[config.mk]
export PLATFORM = sky130hd
export DESIGN_NAME = pll_lock_ctrl
export DESIGN_NICKNAME = d
export VERILOG_FILES = /design/src/pll_state_pkg.sv /design/src/pll_cfg_pkg.sv /design/src/pll_lock_ctrl.sv /design/src/pll_lock_status.sv /design/src/pll_phase_tracker.sv /design/src/pll_freq_stepper.sv /design/src/pll_cmd_decode.sv
export SDC_FILE = /design/constraint.sdc
export NUM_CORES = 1
export LEC_CHECK = 0
export BUFFER_PORTS_ARGS = -buffer_cell sky130_fd_sc_hd__buf_2
export CAP_MARGIN = 10
export CORE_UTILIZATION = 52
export CTS_CLUSTER_DIAMETER = 150
export DETAILED_ROUTE_END_ITERATION = 12
export GPL_TIMING_DRIVEN = 1
export PLACE_DENSITY = 0.83
export SKIP_LAST_GASP = 1
export SLEW_MARGIN = 20
export SYNTH_ARGS = -nofsm -noshare
export SYNTH_HDL_FRONTEND = slang
export SYNTH_SLANG_ARGS = --single-unit
[constraint.sdc]
create_clock -name ref_clk -period 1.67 [get_ports ref_clk]
set_input_delay 0.0835 -clock ref_clk [delete_from_list [all_inputs] [get_ports ref_clk]]
set_output_delay 0.0835 -clock ref_clk [all_outputs]
set_load 0.02 [all_outputs]
[src/pll_state_pkg.sv]
`default_nettype none

package pll_state_pkg;

  // four-phase handshake on the command port
  // ack is high in every state except IDLE
  typedef enum logic [1:0] {
    IDLE         = 2'd0,
    ACK_HIGH     = 2'd1,
    WAIT_REQ_LOW = 2'd2
  } hs_state_e;

  // frequency stepper
  // STARTUP waits out the start-up delay, PUMP counts steps down
  typedef enum logic [1:0] {
    STOPPED     = 2'd0,
    STARTUP     = 2'd1,
    PUMP        = 2'd2,
    FREQ_LOCKED = 2'd3
  } step_state_e;

endpackage

`default_nettype wire

[src/pll_cfg_pkg.sv]
`default_nettype none

package pll_cfg_pkg;

  // field widths
  localparam int CFG_OP_W    = 2;
  localparam int CFG_DATA_W  = 8;
  localparam int STEP_CNT_W  = 8;
  localparam int MATCH_CNT_W = 8;
  localparam int ERR_CNT_W   = 4;
  localparam int DLY_CNT_W   = 8;

  // host command port
  typedef logic [CFG_OP_W-1:0]    cfg_op_t;
  typedef logic [CFG_DATA_W-1:0]  cfg_data_t;

  // frequency stepper and tracking counters
  typedef logic [STEP_CNT_W-1:0]  step_cnt_t;
  typedef logic [MATCH_CNT_W-1:0] match_cnt_t;
  typedef logic [ERR_CNT_W-1:0]   err_cnt_t;
  typedef logic [DLY_CNT_W-1:0]   dly_cnt_t;

  // command codes carried on cfg_op
  // load the step count from cfg_data
  localparam cfg_op_t OP_SET_STEPS = 2'd0;
  localparam cfg_op_t OP_START     = 2'd1;
  // stop acts like the old asynchronous loop reset
  localparam cfg_op_t OP_STOP      = 2'd2;
  localparam cfg_op_t OP_CLEAR_ERR = 2'd3;

  // step count loaded at reset
  localparam step_cnt_t DEFAULT_STEP_COUNT = 8'd20;

  // saturation points
  localparam match_cnt_t MATCH_CNT_MAX = '1;
  localparam err_cnt_t   ERR_CNT_MAX   = '1;

endpackage

`default_nettype wire
[src/pll_lock_ctrl.sv]
`default_nettype none
`timescale 1ns/1ps

module pll_lock_ctrl #(
  parameter int unsigned START_DLY      = 6,
  parameter int unsigned LOCK_THRESHOLD = 12
) (
  input  wire                           ref_clk,
  // asynchronous reset, active high
  input  wire                           feedback,
  input  wire                           cfg_req,
  input  wire pll_cfg_pkg::cfg_op_t     cfg_op,
  input  wire pll_cfg_pkg::cfg_data_t   cfg_data,
  input  wire                           pll_bypass,
  input  wire                           phase_match,
  output logic                          cfg_ack,
  output logic                          freq_locked,
  output logic                          pll_lock,
  output pll_cfg_pkg::step_cnt_t        step_count,
  output pll_cfg_pkg::err_cnt_t         sync_errors
);

  import pll_cfg_pkg::*;

  // decode to execute
  logic       set_steps;
  logic       start;
  logic       stop;
  logic       clr_err;
  step_cnt_t  step_load;

  // tracker to status
  match_cnt_t match_cnt;
  logic       slip;

  // command handshake
  cfg_decode u_decode (
    .ref_clk   (ref_clk),
    .feedback  (feedback),
    .cfg_req   (cfg_req),
    .cfg_op    (cfg_op),
    .cfg_data  (cfg_data),
    .cfg_ack   (cfg_ack),
    .set_steps (set_steps),
    .start     (start),
    .stop      (stop),
    .clr_err   (clr_err),
    .step_load (step_load)
  );

  pll_freq_stepper #(
    .START_DLY (START_DLY)
  ) u_stepper (
    .ref_clk     (ref_clk),
    .feedback    (feedback),
    .set_steps   (set_steps),
    .start       (start),
    .stop        (stop),
    .step_load   (step_load),
    .step_count  (step_count),
    .freq_locked (freq_locked)
  );

  pll_phase_tracker u_tracker (
    .ref_clk     (ref_clk),
    .feedback    (feedback),
    .freq_locked (freq_locked),
    .pll_bypass  (pll_bypass),
    .phase_match (phase_match),
    .match_cnt   (match_cnt),
    .slip        (slip)
  );

  // lock and error status
  pll_lock_status #(
    .LOCK_THRESHOLD (LOCK_THRESHOLD)
  ) u_status (
    .ref_clk     (ref_clk),
    .feedback    (feedback),
    .freq_locked (freq_locked),
    .match_cnt   (match_cnt),
    .slip        (slip),
    .clr_err     (clr_err),
    .pll_lock    (pll_lock),
    .sync_errors (sync_errors)
  );

endmodule

`default_nettype wire

[src/pll_lock_status.sv]
`default_nettype none
`timescale 1ns/1ps

module pll_lock_status #(
  // consecutive matches needed for lock
  parameter int unsigned LOCK_THRESHOLD = 12
) (
  input  wire                           ref_clk,
  input  wire                           feedback,
  input  wire                           freq_locked,
  input  wire pll_cfg_pkg::match_cnt_t  match_cnt,
  input  wire                           slip,
  input  wire                           clr_err,
  output logic                          pll_lock,
  output pll_cfg_pkg::err_cnt_t         sync_errors
);

  import pll_cfg_pkg::*;

  localparam match_cnt_t LOCK_MIN = match_cnt_t'(LOCK_THRESHOLD);

  always_ff @(posedge ref_clk or posedge feedback) begin
    if (feedback) begin
      pll_lock <= 1'b0;
    end else begin
      // any counted error keeps lock off until cleared
      pll_lock <= freq_locked && (match_cnt >= LOCK_MIN) && (sync_errors == '0);
    end
  end

  // slip arrives one cycle after the mismatch, pll_lock still reflects
  // the run that was broken
  always_ff @(posedge ref_clk or posedge feedback) begin
    if (feedback) begin
      sync_errors <= '0;
    end else if (clr_err) begin
      sync_errors <= '0;
    end else if (slip && pll_lock && (sync_errors != ERR_CNT_MAX)) begin
      sync_errors <= sync_errors + err_cnt_t'(1);
    end
  end

endmodule

`default_nettype wire

[src/pll_phase_tracker.sv]
`default_nettype none
`timescale 1ns/1ps

module pll_phase_tracker (
  input  wire                       ref_clk,
  input  wire                       feedback,
  input  wire                       freq_locked,
  input  wire                       pll_bypass,
  // comparator sample, high when feedback edge lines up with ref edge
  input  wire                       phase_match,
  output pll_cfg_pkg::match_cnt_t   match_cnt,
  output logic                      slip
);

  import pll_cfg_pkg::*;

  logic track_en;

  // tracking only once frequency is locked
  // bypass freezes it
  assign track_en = freq_locked && !pll_bypass;

  always_ff @(posedge ref_clk or posedge feedback) begin
    if (feedback) begin
      match_cnt <= '0;
      slip      <= 1'b0;
    end else if (track_en) begin
      if (phase_match) begin
        // consecutive matches, stick at max
        if (match_cnt != MATCH_CNT_MAX) begin
          match_cnt <= match_cnt + match_cnt_t'(1);
        end
        slip <= 1'b0;
      end else begin
        // any mismatch restarts the run
        match_cnt <= '0;
        slip      <= 1'b1;
      end
    end else begin
      match_cnt <= '0;
      slip      <= 1'b0;
    end
  end

endmodule

`default_nettype wire

[src/pll_freq_stepper.sv]
`default_nettype none
`timescale 1ns/1ps

module pll_freq_stepper #(
  // start-up delay in cycles, 1 to 256
  parameter int unsigned START_DLY = 6
) (
  input  wire                           ref_clk,
  input  wire                           feedback,
  input  wire                           set_steps,
  input  wire                           start,
  input  wire                           stop,
  input  wire pll_cfg_pkg::step_cnt_t   step_load,
  output pll_cfg_pkg::step_cnt_t        step_count,
  output logic                          freq_locked
);

  import pll_cfg_pkg::*;
  import pll_state_pkg::*;

  // delay counter runs down from here to zero
  localparam dly_cnt_t DLY_LAST = dly_cnt_t'(START_DLY - 1);

  step_state_e step_state;
  // last loaded step count, restored on stop
  step_cnt_t   step_store;
  dly_cnt_t    dly_cnt;

  always_ff @(posedge ref_clk or posedge feedback) begin
    if (feedback) begin
      step_state  <= STOPPED;
      step_count  <= DEFAULT_STEP_COUNT;
      step_store  <= DEFAULT_STEP_COUNT;
      dly_cnt     <= '0;
      freq_locked <= 1'b0;
    end else if (stop) begin
      // stop wins from any state, like the old loop reset
      step_state  <= STOPPED;
      step_count  <= step_store;
      dly_cnt     <= '0;
      freq_locked <= 1'b0;
    end else begin
      // new load is always stored, but only applied when stopped
      if (set_steps) begin
        step_store <= step_load;
      end
      case (step_state)
        STOPPED: begin
          if (set_steps) begin
            step_count <= step_load;
          end else if (start) begin
            step_state <= STARTUP;
            dly_cnt    <= DLY_LAST;
          end
        end
        STARTUP: begin
          // step_count holds while the loop settles
          if (dly_cnt == '0) begin
            step_state <= PUMP;
          end else begin
            dly_cnt <= dly_cnt - dly_cnt_t'(1);
          end
        end
        PUMP: begin
          if (step_count != '0) begin
            step_count <= step_count - step_cnt_t'(1);
          end
          // lock flag rises on the edge that makes the count zero
          // a load of zero locks on the first pump edge
          if (step_count <= step_cnt_t'(1)) begin
            step_state  <= FREQ_LOCKED;
            freq_locked <= 1'b1;
          end
        end
        // holds until stop; start is ignored here
        FREQ_LOCKED: step_state <= FREQ_LOCKED;
        default: step_state <= STOPPED;
      endcase
    end
  end

endmodule

`default_nettype wire

[src/pll_cmd_decode.sv]
`default_nettype none
`timescale 1ns/1ps

module cfg_decode (
  input  wire                           ref_clk,
  input  wire                           feedback,
  input  wire                           cfg_req,
  input  wire pll_cfg_pkg::cfg_op_t     cfg_op,
  input  wire pll_cfg_pkg::cfg_data_t   cfg_data,
  output logic                          cfg_ack,
  output logic                          set_steps,
  output logic                          start,
  output logic                          stop,
  output logic                          clr_err,
  output pll_cfg_pkg::step_cnt_t        step_load
);

  import pll_cfg_pkg::*;
  import pll_state_pkg::*;

  hs_state_e hs_state;
  logic      accept;

  // a new request is only taken with ack low
  assign accept = (hs_state == IDLE) && cfg_req;

  // ack is high from the accepting edge until req is seen low
  assign cfg_ack = (hs_state != IDLE);

  always_ff @(posedge ref_clk or posedge feedback) begin
    if (feedback) begin
      hs_state  <= IDLE;
      set_steps <= 1'b0;
      start     <= 1'b0;
      stop      <= 1'b0;
      clr_err   <= 1'b0;
    end else begin
      // pulses last one cycle only
      set_steps <= 1'b0;
      start     <= 1'b0;
      stop      <= 1'b0;
      clr_err   <= 1'b0;
      case (hs_state)
        IDLE: begin
          if (cfg_req) begin
            hs_state  <= ACK_HIGH;
            // exactly one action per request
            set_steps <= (cfg_op == OP_SET_STEPS);
            start     <= (cfg_op == OP_START);
            stop      <= (cfg_op == OP_STOP);
            clr_err   <= (cfg_op == OP_CLEAR_ERR);
          end
        end
        // host may already have dropped req
        ACK_HIGH:     hs_state <= cfg_req ? WAIT_REQ_LOW : IDLE;
        WAIT_REQ_LOW: if (!cfg_req) hs_state <= IDLE;
        default:      hs_state <= IDLE;
      endcase
    end
  end

  // step payload, valid together with the set_steps pulse
  always_ff @(posedge ref_clk) begin
    if (accept && (cfg_op == OP_SET_STEPS)) begin
      step_load <= cfg_data;
    end
  end

endmodule

`default_nettype wire

==> metrics.csv, run 1 <==
stage,metric,value,unit
setup_path,critPathTopFamily,compound AO/OA/AOI/OAI gates,
finish,area_delta_synth_final,32.6,%
clocking,cts_buffers,5,
synthesis,async_flop_share,0.855,
synthesis,synth_cell_types,53,
route,dr_total_vias,2309,
synthesis,syn_inst,257,
min_path,hold_class,in2async,
setup_path,cpMaxStageDelayCell,a221o_1,
run_status,status,finished with violations,
route,via_per_inst,5.72,
route,drc,0,
global_route,grt-busiest-layer,met2,
setup_path,path_class,reg2reg,
setup_path,path_cells,"inv_2, ha_4, nor4bb_4, a221o_1, buf_4, o31a_1, o21a_1",
setup_path,critPathMaxFanout,7,
synthesis,yosys_most_used_dff,dfrtp_1,
clocking,cts_root_buf,clkbuf_8,
setup_path,crit_buf_inv,2,
synthesis,netlist_area,2730,um^2
setup_path,start_kind,register,
global_route,gr-usage-all-layers,0.244,
flow_run,cap_viol_max_count,0,
pwr,power.density,1470,nW/um^2
timing,rsz0062_at_grt,true,
synthesis,synth.avg_cell_area,10.6,um^2
clocking,clock_latency,0.32,ns
floorplan,core,4880,um^2
setup_path,max_stage_delay,0.40,ns
finish,final_cell_mix,"41 x dfrtp_1, 37 x buf_4, 29 x buf_2, 18 x nor2_1, 14 x dlygate4sd3_1",
timing,drv_slew,0,
finish,final_common_cell,dfrtp_1,
pwr,design_power_total,5.31,mW
timing,worst_slack,-0.119,ns
route,firstDrtPassIters,4,
timing,finalCritPeriodShare,1.07,
timing,hold_viol,0,
setup_path,cp.required,1.89,ns
timing,period_minus_slack,1.79,ns
route,drt_iter0_markers,125,
synthesis,syn_nets,280,
finish,fill_cells,332,
clocking,clkSlewWorstSetupHoldPaths,0.10,ns
synthesis,ys_ff_latch,55,
global_route,grt_pass1_wl,10000,um
clocking,cts_tree,done,
route,routedWlPerCell,16.0,um
floorplan,dieWidth,74.4,um
global_route,use_met2,0.423,
finish,final_layout_size_suffix_gt1_frac,0.359,
synthesis,seq_area_frac_synth,0.521,
synthesis,yosys_warnings,0,
pwr,p_leak,1.61,nW
floorplan,fp.dieH,74.4,um
finish,regArea,1420,um^2
global_route,grt_overflow_total,0,
setup_path,crit_arrival,2.01,ns
route,ant_nets,0,
clocking,h-tree-depth,2,
floorplan,initial_core_util,0.559,
floorplan,ioPinCount,30,
global_route,grt_pass1_vias,2244,
pwr,ir_worst_vdd,0.975,mV
global_route,gr-usage-met1,0.304,
finish,num_antenna_cells,0,
clocking,cts.sinks,55,
finish,final_nets,359,
setup_path,end_kind,register,
placement,place_hpwl,4280,um
global_route,grt_use_met3,0.0434,
finish,post-route-util,0.741,
floorplan,rows,25,
run_status,violations,negative setup slack,
route,routed_wirelength,6470,um
global_route,antenna_found_initial,0,
placement,portBuffers,29,
timing,setup_viol,7,
synthesis,synth_edf_count,8,
timing,timing.hold.ws,0.241,ns
floorplan,dieArea,5540,um^2
finish,multi_input_area,1340,um^2
timing,fin_worst_skew,0.00694,ns
clocking,cts_buffer_depth,2,
global_route,grt_max_degree,36,
placement,place.gp.congestion,0.882,
timing,slew-limit-headroom,0.761,
timing,tightest_slew,0.353,ns
timing,max_freq,559,MHz
-- cells in the mapped netlist (3+ instances only) --
library cell,instances,share of area
nand3_1,4,0.0073
or3_1,5,0.011
dfrtp_1,43,0.39
inv_1,16,0.022
nor2_1,19,0.026
a21oi_1,12,0.022
a211oi_1,5,0.014
nand2b_1,4,0.0092
xnor2_1,8,0.026
nor2b_1,3,0.0069
nor3b_1,6,0.017
a221o_1,3,0.011
dfstp_2,4,0.039
nor4_1,6,0.014
clkbuf_1,8,0.011
o22ai_1,3,0.0069
a31oi_1,5,0.011
and3_1,7,0.016
o21ai_0,9,0.017
edfxtp_1,8,0.088
nor3_1,8,0.015
ha_1,8,0.037
mux2_2,8,0.033
nand2_1,10,0.014
o2bb2ai_1,3,0.0096
-- layout make-up --
class,count,area share
clock inverters,3,0.00623
well taps,67,0.0232
multi-input cells,173,0.372
flip-flops and latches,55,0.394
repair buffers,83,0.167
clock buffers,5,0.0190
inverters,18,0.0187
-- what timing repair did --
action | in CTS | in global routing
endpoints found under the setup margin | 7 | 17
resized for setup | 11 | 19
endpoints found under the hold margin | 25 | 0
pin swaps | 6 | 9
hold buffers | 14 | 0
setup buffers | 5 | 1
-- power breakdown --
part / switching, mW / internal (mW)
logic: 1.21 / 1.29
registers: 0.350 / 1.70
clock network: 0.460 / 0.304
total: 2.02 / 3.30
-- cell families (layout without fill, tap and decap cells) --
group           count (synthesis)  count (layout)  share of synthesized area
xor+xnor                       10              10                     0.0321
compound gates                 59              59                      0.149
simple gates                   87              87                      0.181
buf+inv                        29             109                     0.0436
mux                             9               9                     0.0367
fa+ha+maj                       8               8                     0.0367
flops                          55              55                      0.521
-- worst register-to-register path, stage by stage (launching register included) --
cell,delay (ns)
dfrtp_1,0.38
inv_2,0.06
ha_4,0.15
nor4bb_4,0.14
a221o_1,0.40
buf_4,0.16
o31a_1,0.22
o21a_1,0.16
-- layer usage --
metal	vias up	share of wire	wire length, um
li1	1093	-	-
met1	1138	0.42	2690
met2	70	0.52	3390
met3	8	0.046	296
met4	0	0.012	80
met5	-	0	0
-- final timing paths --
kind                                           end                 start  cells after the start  slack, ns
max                           u_stepper.dly_cnt[6]  u_stepper.dly_cnt[1]                      7      -0.12
min in group ref_clk        u_tracker.match_cnt[5]           phase_match                      3       0.28
max reg2reg                   u_stepper.dly_cnt[6]  u_stepper.dly_cnt[1]                      7      -0.12
max in group asynchronous  u_stepper.step_store[4]              feedback                      4       0.89
min                        u_status.sync_errors[1]              feedback                      3       0.24
min reg2reg                u_status.sync_errors[1]      u_decode.clr_err                      1       0.50
-- per-stage QoR --
stage	setup slack [ns]	cell area [um^2]	std cells	TNS, ns
after CTS	-0.132	3540	404	-0.650
after detailed placement	-0.168	3220	377	-0.478
final	-0.119	3620	404	-0.393
after global placement	-0.0444	3220	377	-0.0568
after global routing	-0.222	3620	404	-1.38
after floorplan	-0.0382	2770	257	-0.0672
-- flip-flops by register name (all words and copies together), names as in the netlist --
register               flops
u_stepper.step_state       2
u_decode.step_load         8
u_stepper.freq_locked      1
u_tracker.match_cnt        8
u_stepper.dly_cnt          8
u_decode.set_steps         1
u_stepper.step_store       8
u_status.sync_errors       4
u_stepper.step_count       8
u_status.pll_lock          1
u_decode.stop              1
u_decode.start             1
u_tracker.slip             1
u_decode.hs_state          2
u_decode.clr_err           1
Note: power is estimated with default switching activity, not from simulation.
==> inputs of run 2 (changes only) <==
--- a/config.mk
+++ b/config.mk
@@ -6,13 +6,12 @@
 export NUM_CORES = 1
 export LEC_CHECK = 0
 export BUFFER_PORTS_ARGS = -buffer_cell sky130_fd_sc_hd__buf_2
-export CAP_MARGIN = 10
+export CAP_MARGIN = 20
 export CORE_UTILIZATION = 52
 export CTS_CLUSTER_DIAMETER = 150
 export DETAILED_ROUTE_END_ITERATION = 12
 export GPL_TIMING_DRIVEN = 1
 export PLACE_DENSITY = 0.83
-export SKIP_LAST_GASP = 1
 export SLEW_MARGIN = 20
 export SYNTH_ARGS = -nofsm -noshare
 export SYNTH_HDL_FRONTEND = slang
==> metrics.csv, run 2 (synthesized netlist as in run 1, its figures left out) <==
stage,metric,value,unit,change
route,ant_nets,0,,unchanged
route,routedWlPerCell,16.2,um,+1.3%
floorplan,dieArea,5540,um^2,unchanged
clocking,clock_latency,0.32,ns,about the same
pwr,p_leak,1.61,nW,+0.39%
timing,setup_viol,9,,+2
finish,final_layout_size_suffix_gt1_frac,0.370,,+0.0108
timing,drv_slew,0,,unchanged
route,drt_iter0_markers,139,,+11%
finish,num_antenna_cells,0,,unchanged
clocking,h-tree-depth,2,,unchanged
pwr,power_report.internal_total,3.34,mW,+1.3%
clocking,cts_root_buf,clkbuf_8,,
run_status,violations,negative setup slack,,
pwr,ir_worst_vdd,1.02,mV,+4.7%
pwr,power.density,1480,nW/um^2,+0.90%
setup_path,path_class,reg2reg,,
clocking,cts_buffers,5,,unchanged
global_route,grt_pass1_wl,10100,um,+0.90%
timing,max_freq,556,MHz,-0.45%
setup_path,max_stage_delay,0.41,ns,about the same
floorplan,ioPinCount,30,,unchanged
finish,final_common_cell,dfrtp_1,,
timing,period_minus_slack,1.80,ns,+0.00809 ns
run_status,status,finished with violations,,
floorplan,fp.dieH,74.4,um,unchanged
setup_path,path_cells,"inv_2, ha_4, nor4bb_4, a221o_1, buf_4, o31a_1, o21a_1",,
pwr,p_seq_frac,0.382,,-0.005
clocking,cts.sinks,55,,unchanged
placement,portBuffers,29,,unchanged
global_route,gr-usage-all-layers,0.246,,+0.00232
setup_path,start_kind,register,,
global_route,grt_overflow_total,0,,unchanged
finish,final_cell_area,3650,um^2,+0.90%
pwr,p_clk_frac,0.140,,-0.004
setup_path,end_kind,register,,
pwr,combPwrFrac,0.477,,+0.008
timing,tightest_slew,0.358,ns,+0.00504 ns
placement,dp_slack,-0.168,ns,unchanged
timing,finalCritPeriodShare,1.08,,+0.00484
min_path,hold_class,in2async,,
finish,area_delta_synth_final,33.8,%,
floorplan,initial_core_util,0.559,,unchanged
floorplan,dieWidth,74.4,um,unchanged
global_route,antenna_found_initial,0,,unchanged
timing,worst_slack,-0.127,ns,-0.00809 ns
timing,rsz0062_at_grt,true,,
finish,final_nets,360,,+0.28%
placement,place_hpwl,4280,um,unchanged
route,via_per_inst,5.72,,about the same
clocking,clkSlewWorstSetupHoldPaths,0.10,ns,about the same
placement,placed_area,3220,um^2,unchanged
route,dr_total_vias,2315,,+0.26%
finish,final_cell_mix,"41 x dfrtp_1, 37 x buf_4, 29 x buf_2, 18 x nor2_1, 14 x dlygate4sd3_1",,
route,firstDrtPassIters,4,,unchanged
route,drc,0,,unchanged
pwr,switchingPower,2.07,mW,+2.7%
global_route,grt_pass1_vias,2269,,+1.1%
setup_path,crit_arrival,2.02,ns,about the same
pwr,swShare,0.383,,+0.00341
flow_run,cap_viol_max_count,0,,unchanged
clocking,cts_buffer_depth,2,,unchanged
floorplan,rows,25,,unchanged
setup_path,cpMaxStageDelayCell,a221o_1,,
timing,hold_viol,0,,unchanged
route,routed_wirelength,6570,um,+1.6%
clocking,cts_tree,done,,
setup_path,critPathMaxFanout,7,,unchanged
global_route,grt_max_degree,36,,unchanged
setup_path,cp.required,1.89,ns,about the same
timing,slew-limit-headroom,0.761,,-0.000810
floorplan,core,4880,um^2,unchanged
timing,fin_worst_skew,0.00721,ns,+0.000270 ns
placement,place.gp.congestion,0.882,,unchanged
-- run 2: layout make-up --
| type | count | area, um^2 |
|---|---|---|
| Clock buffer | 5 | 68.8 |
| Inverter | 18 | 67.6 |
| Multi-Input combinational cell | 173 | 1370 |
| Fill cell | 321 | 1230 |
| Clock inverter | 3 | 22.5 |
| Tap cell | 67 | 83.8 |
| Sequential cell | 55 | 1420 |
| Timing Repair Buffer | 84 | 617 |
-- run 2: stage by stage --
| stage | hold slack [ns] | utilization | cells | total power, mW | setup TNS, ns |
|---|---|---|---|---|---|
| 3_3_place_gp | 0.0455 | 0.661 | 377 | 4.04 | -0.0568 |
| 6_report | 0.241 | 0.748 | 405 | 5.41 | -0.470 |
| 5_1_grt | 0.283 | 0.748 | 405 | 5.74 | -1.40 |
| 2_1_floorplan | 0.149 | - | 257 | 3.29 | -0.0672 |
| 3_5_place_dp | 0.0454 | 0.661 | 377 | 4.13 | -0.478 |
| 4_1_cts | 0.246 | 0.729 | 404 | 5.13 | -0.569 |
-- run 2: path summary, 6_finish.rpt --
kind | startpoint | endpoint | slack [ns] | cells past startpoint
setup / recovery | u_stepper.dly_cnt[0] | u_stepper.dly_cnt[6] | -0.13 | 7
hold reg to reg | u_decode.clr_err | u_status.sync_errors[1] | 0.50 | 1
setup reg to reg | u_stepper.dly_cnt[0] | u_stepper.dly_cnt[6] | -0.13 | 7
hold / removal | feedback | u_status.sync_errors[1] | 0.24 | 3
min in group ref_clk | phase_match | u_tracker.match_cnt[5] | 0.28 | 3
max in group asynchronous | feedback | u_stepper.step_store[4] | 0.89 | 4
-- run 2: timing repair --
action                                 CTS  global route
pin swaps                                7             9
hold buffers                            14             0
setup endpoints to repair                7            17
setup buffers                            5             2
gates resized for setup                 14            20
cloned                                   0             0
endpoints found under the hold margin   25             0
-- run 2: power by group through the flow --
| stage | Sequential, mW | Combinational [mW] | Clock, mW |
|---|---|---|---|
| after floorplan | 2.11 | 1.18 | 0 |
| after global placement | 2.03 | 2.01 | 0 |
| after detailed placement | 2.05 | 2.07 | 0 |
| after CTS | 2.03 | 2.33 | 0.770 |
| after global routing | 2.11 | 2.82 | 0.817 |
| final | 2.07 | 2.58 | 0.758 |
-- run 2: critical path, delay by kind of cell (launching register included) --
family | cells | cell delay [ns]
AOI/OAI and AO/OA | 3 | 0.79
adders and majority gates | 1 | 0.16
DFF | 1 | 0.38
and+or+nand+nor | 1 | 0.15
buffers and inverters | 2 | 0.22
-- run 2: routing by layer --
layer  up-vias  global-route usage  share of wire
met1      1140               0.303           0.42
met3        13              0.0474          0.037
met5         -                   0              0
li1       1098                   -              -
met2        64               0.426           0.52
met4         0              0.0964          0.019
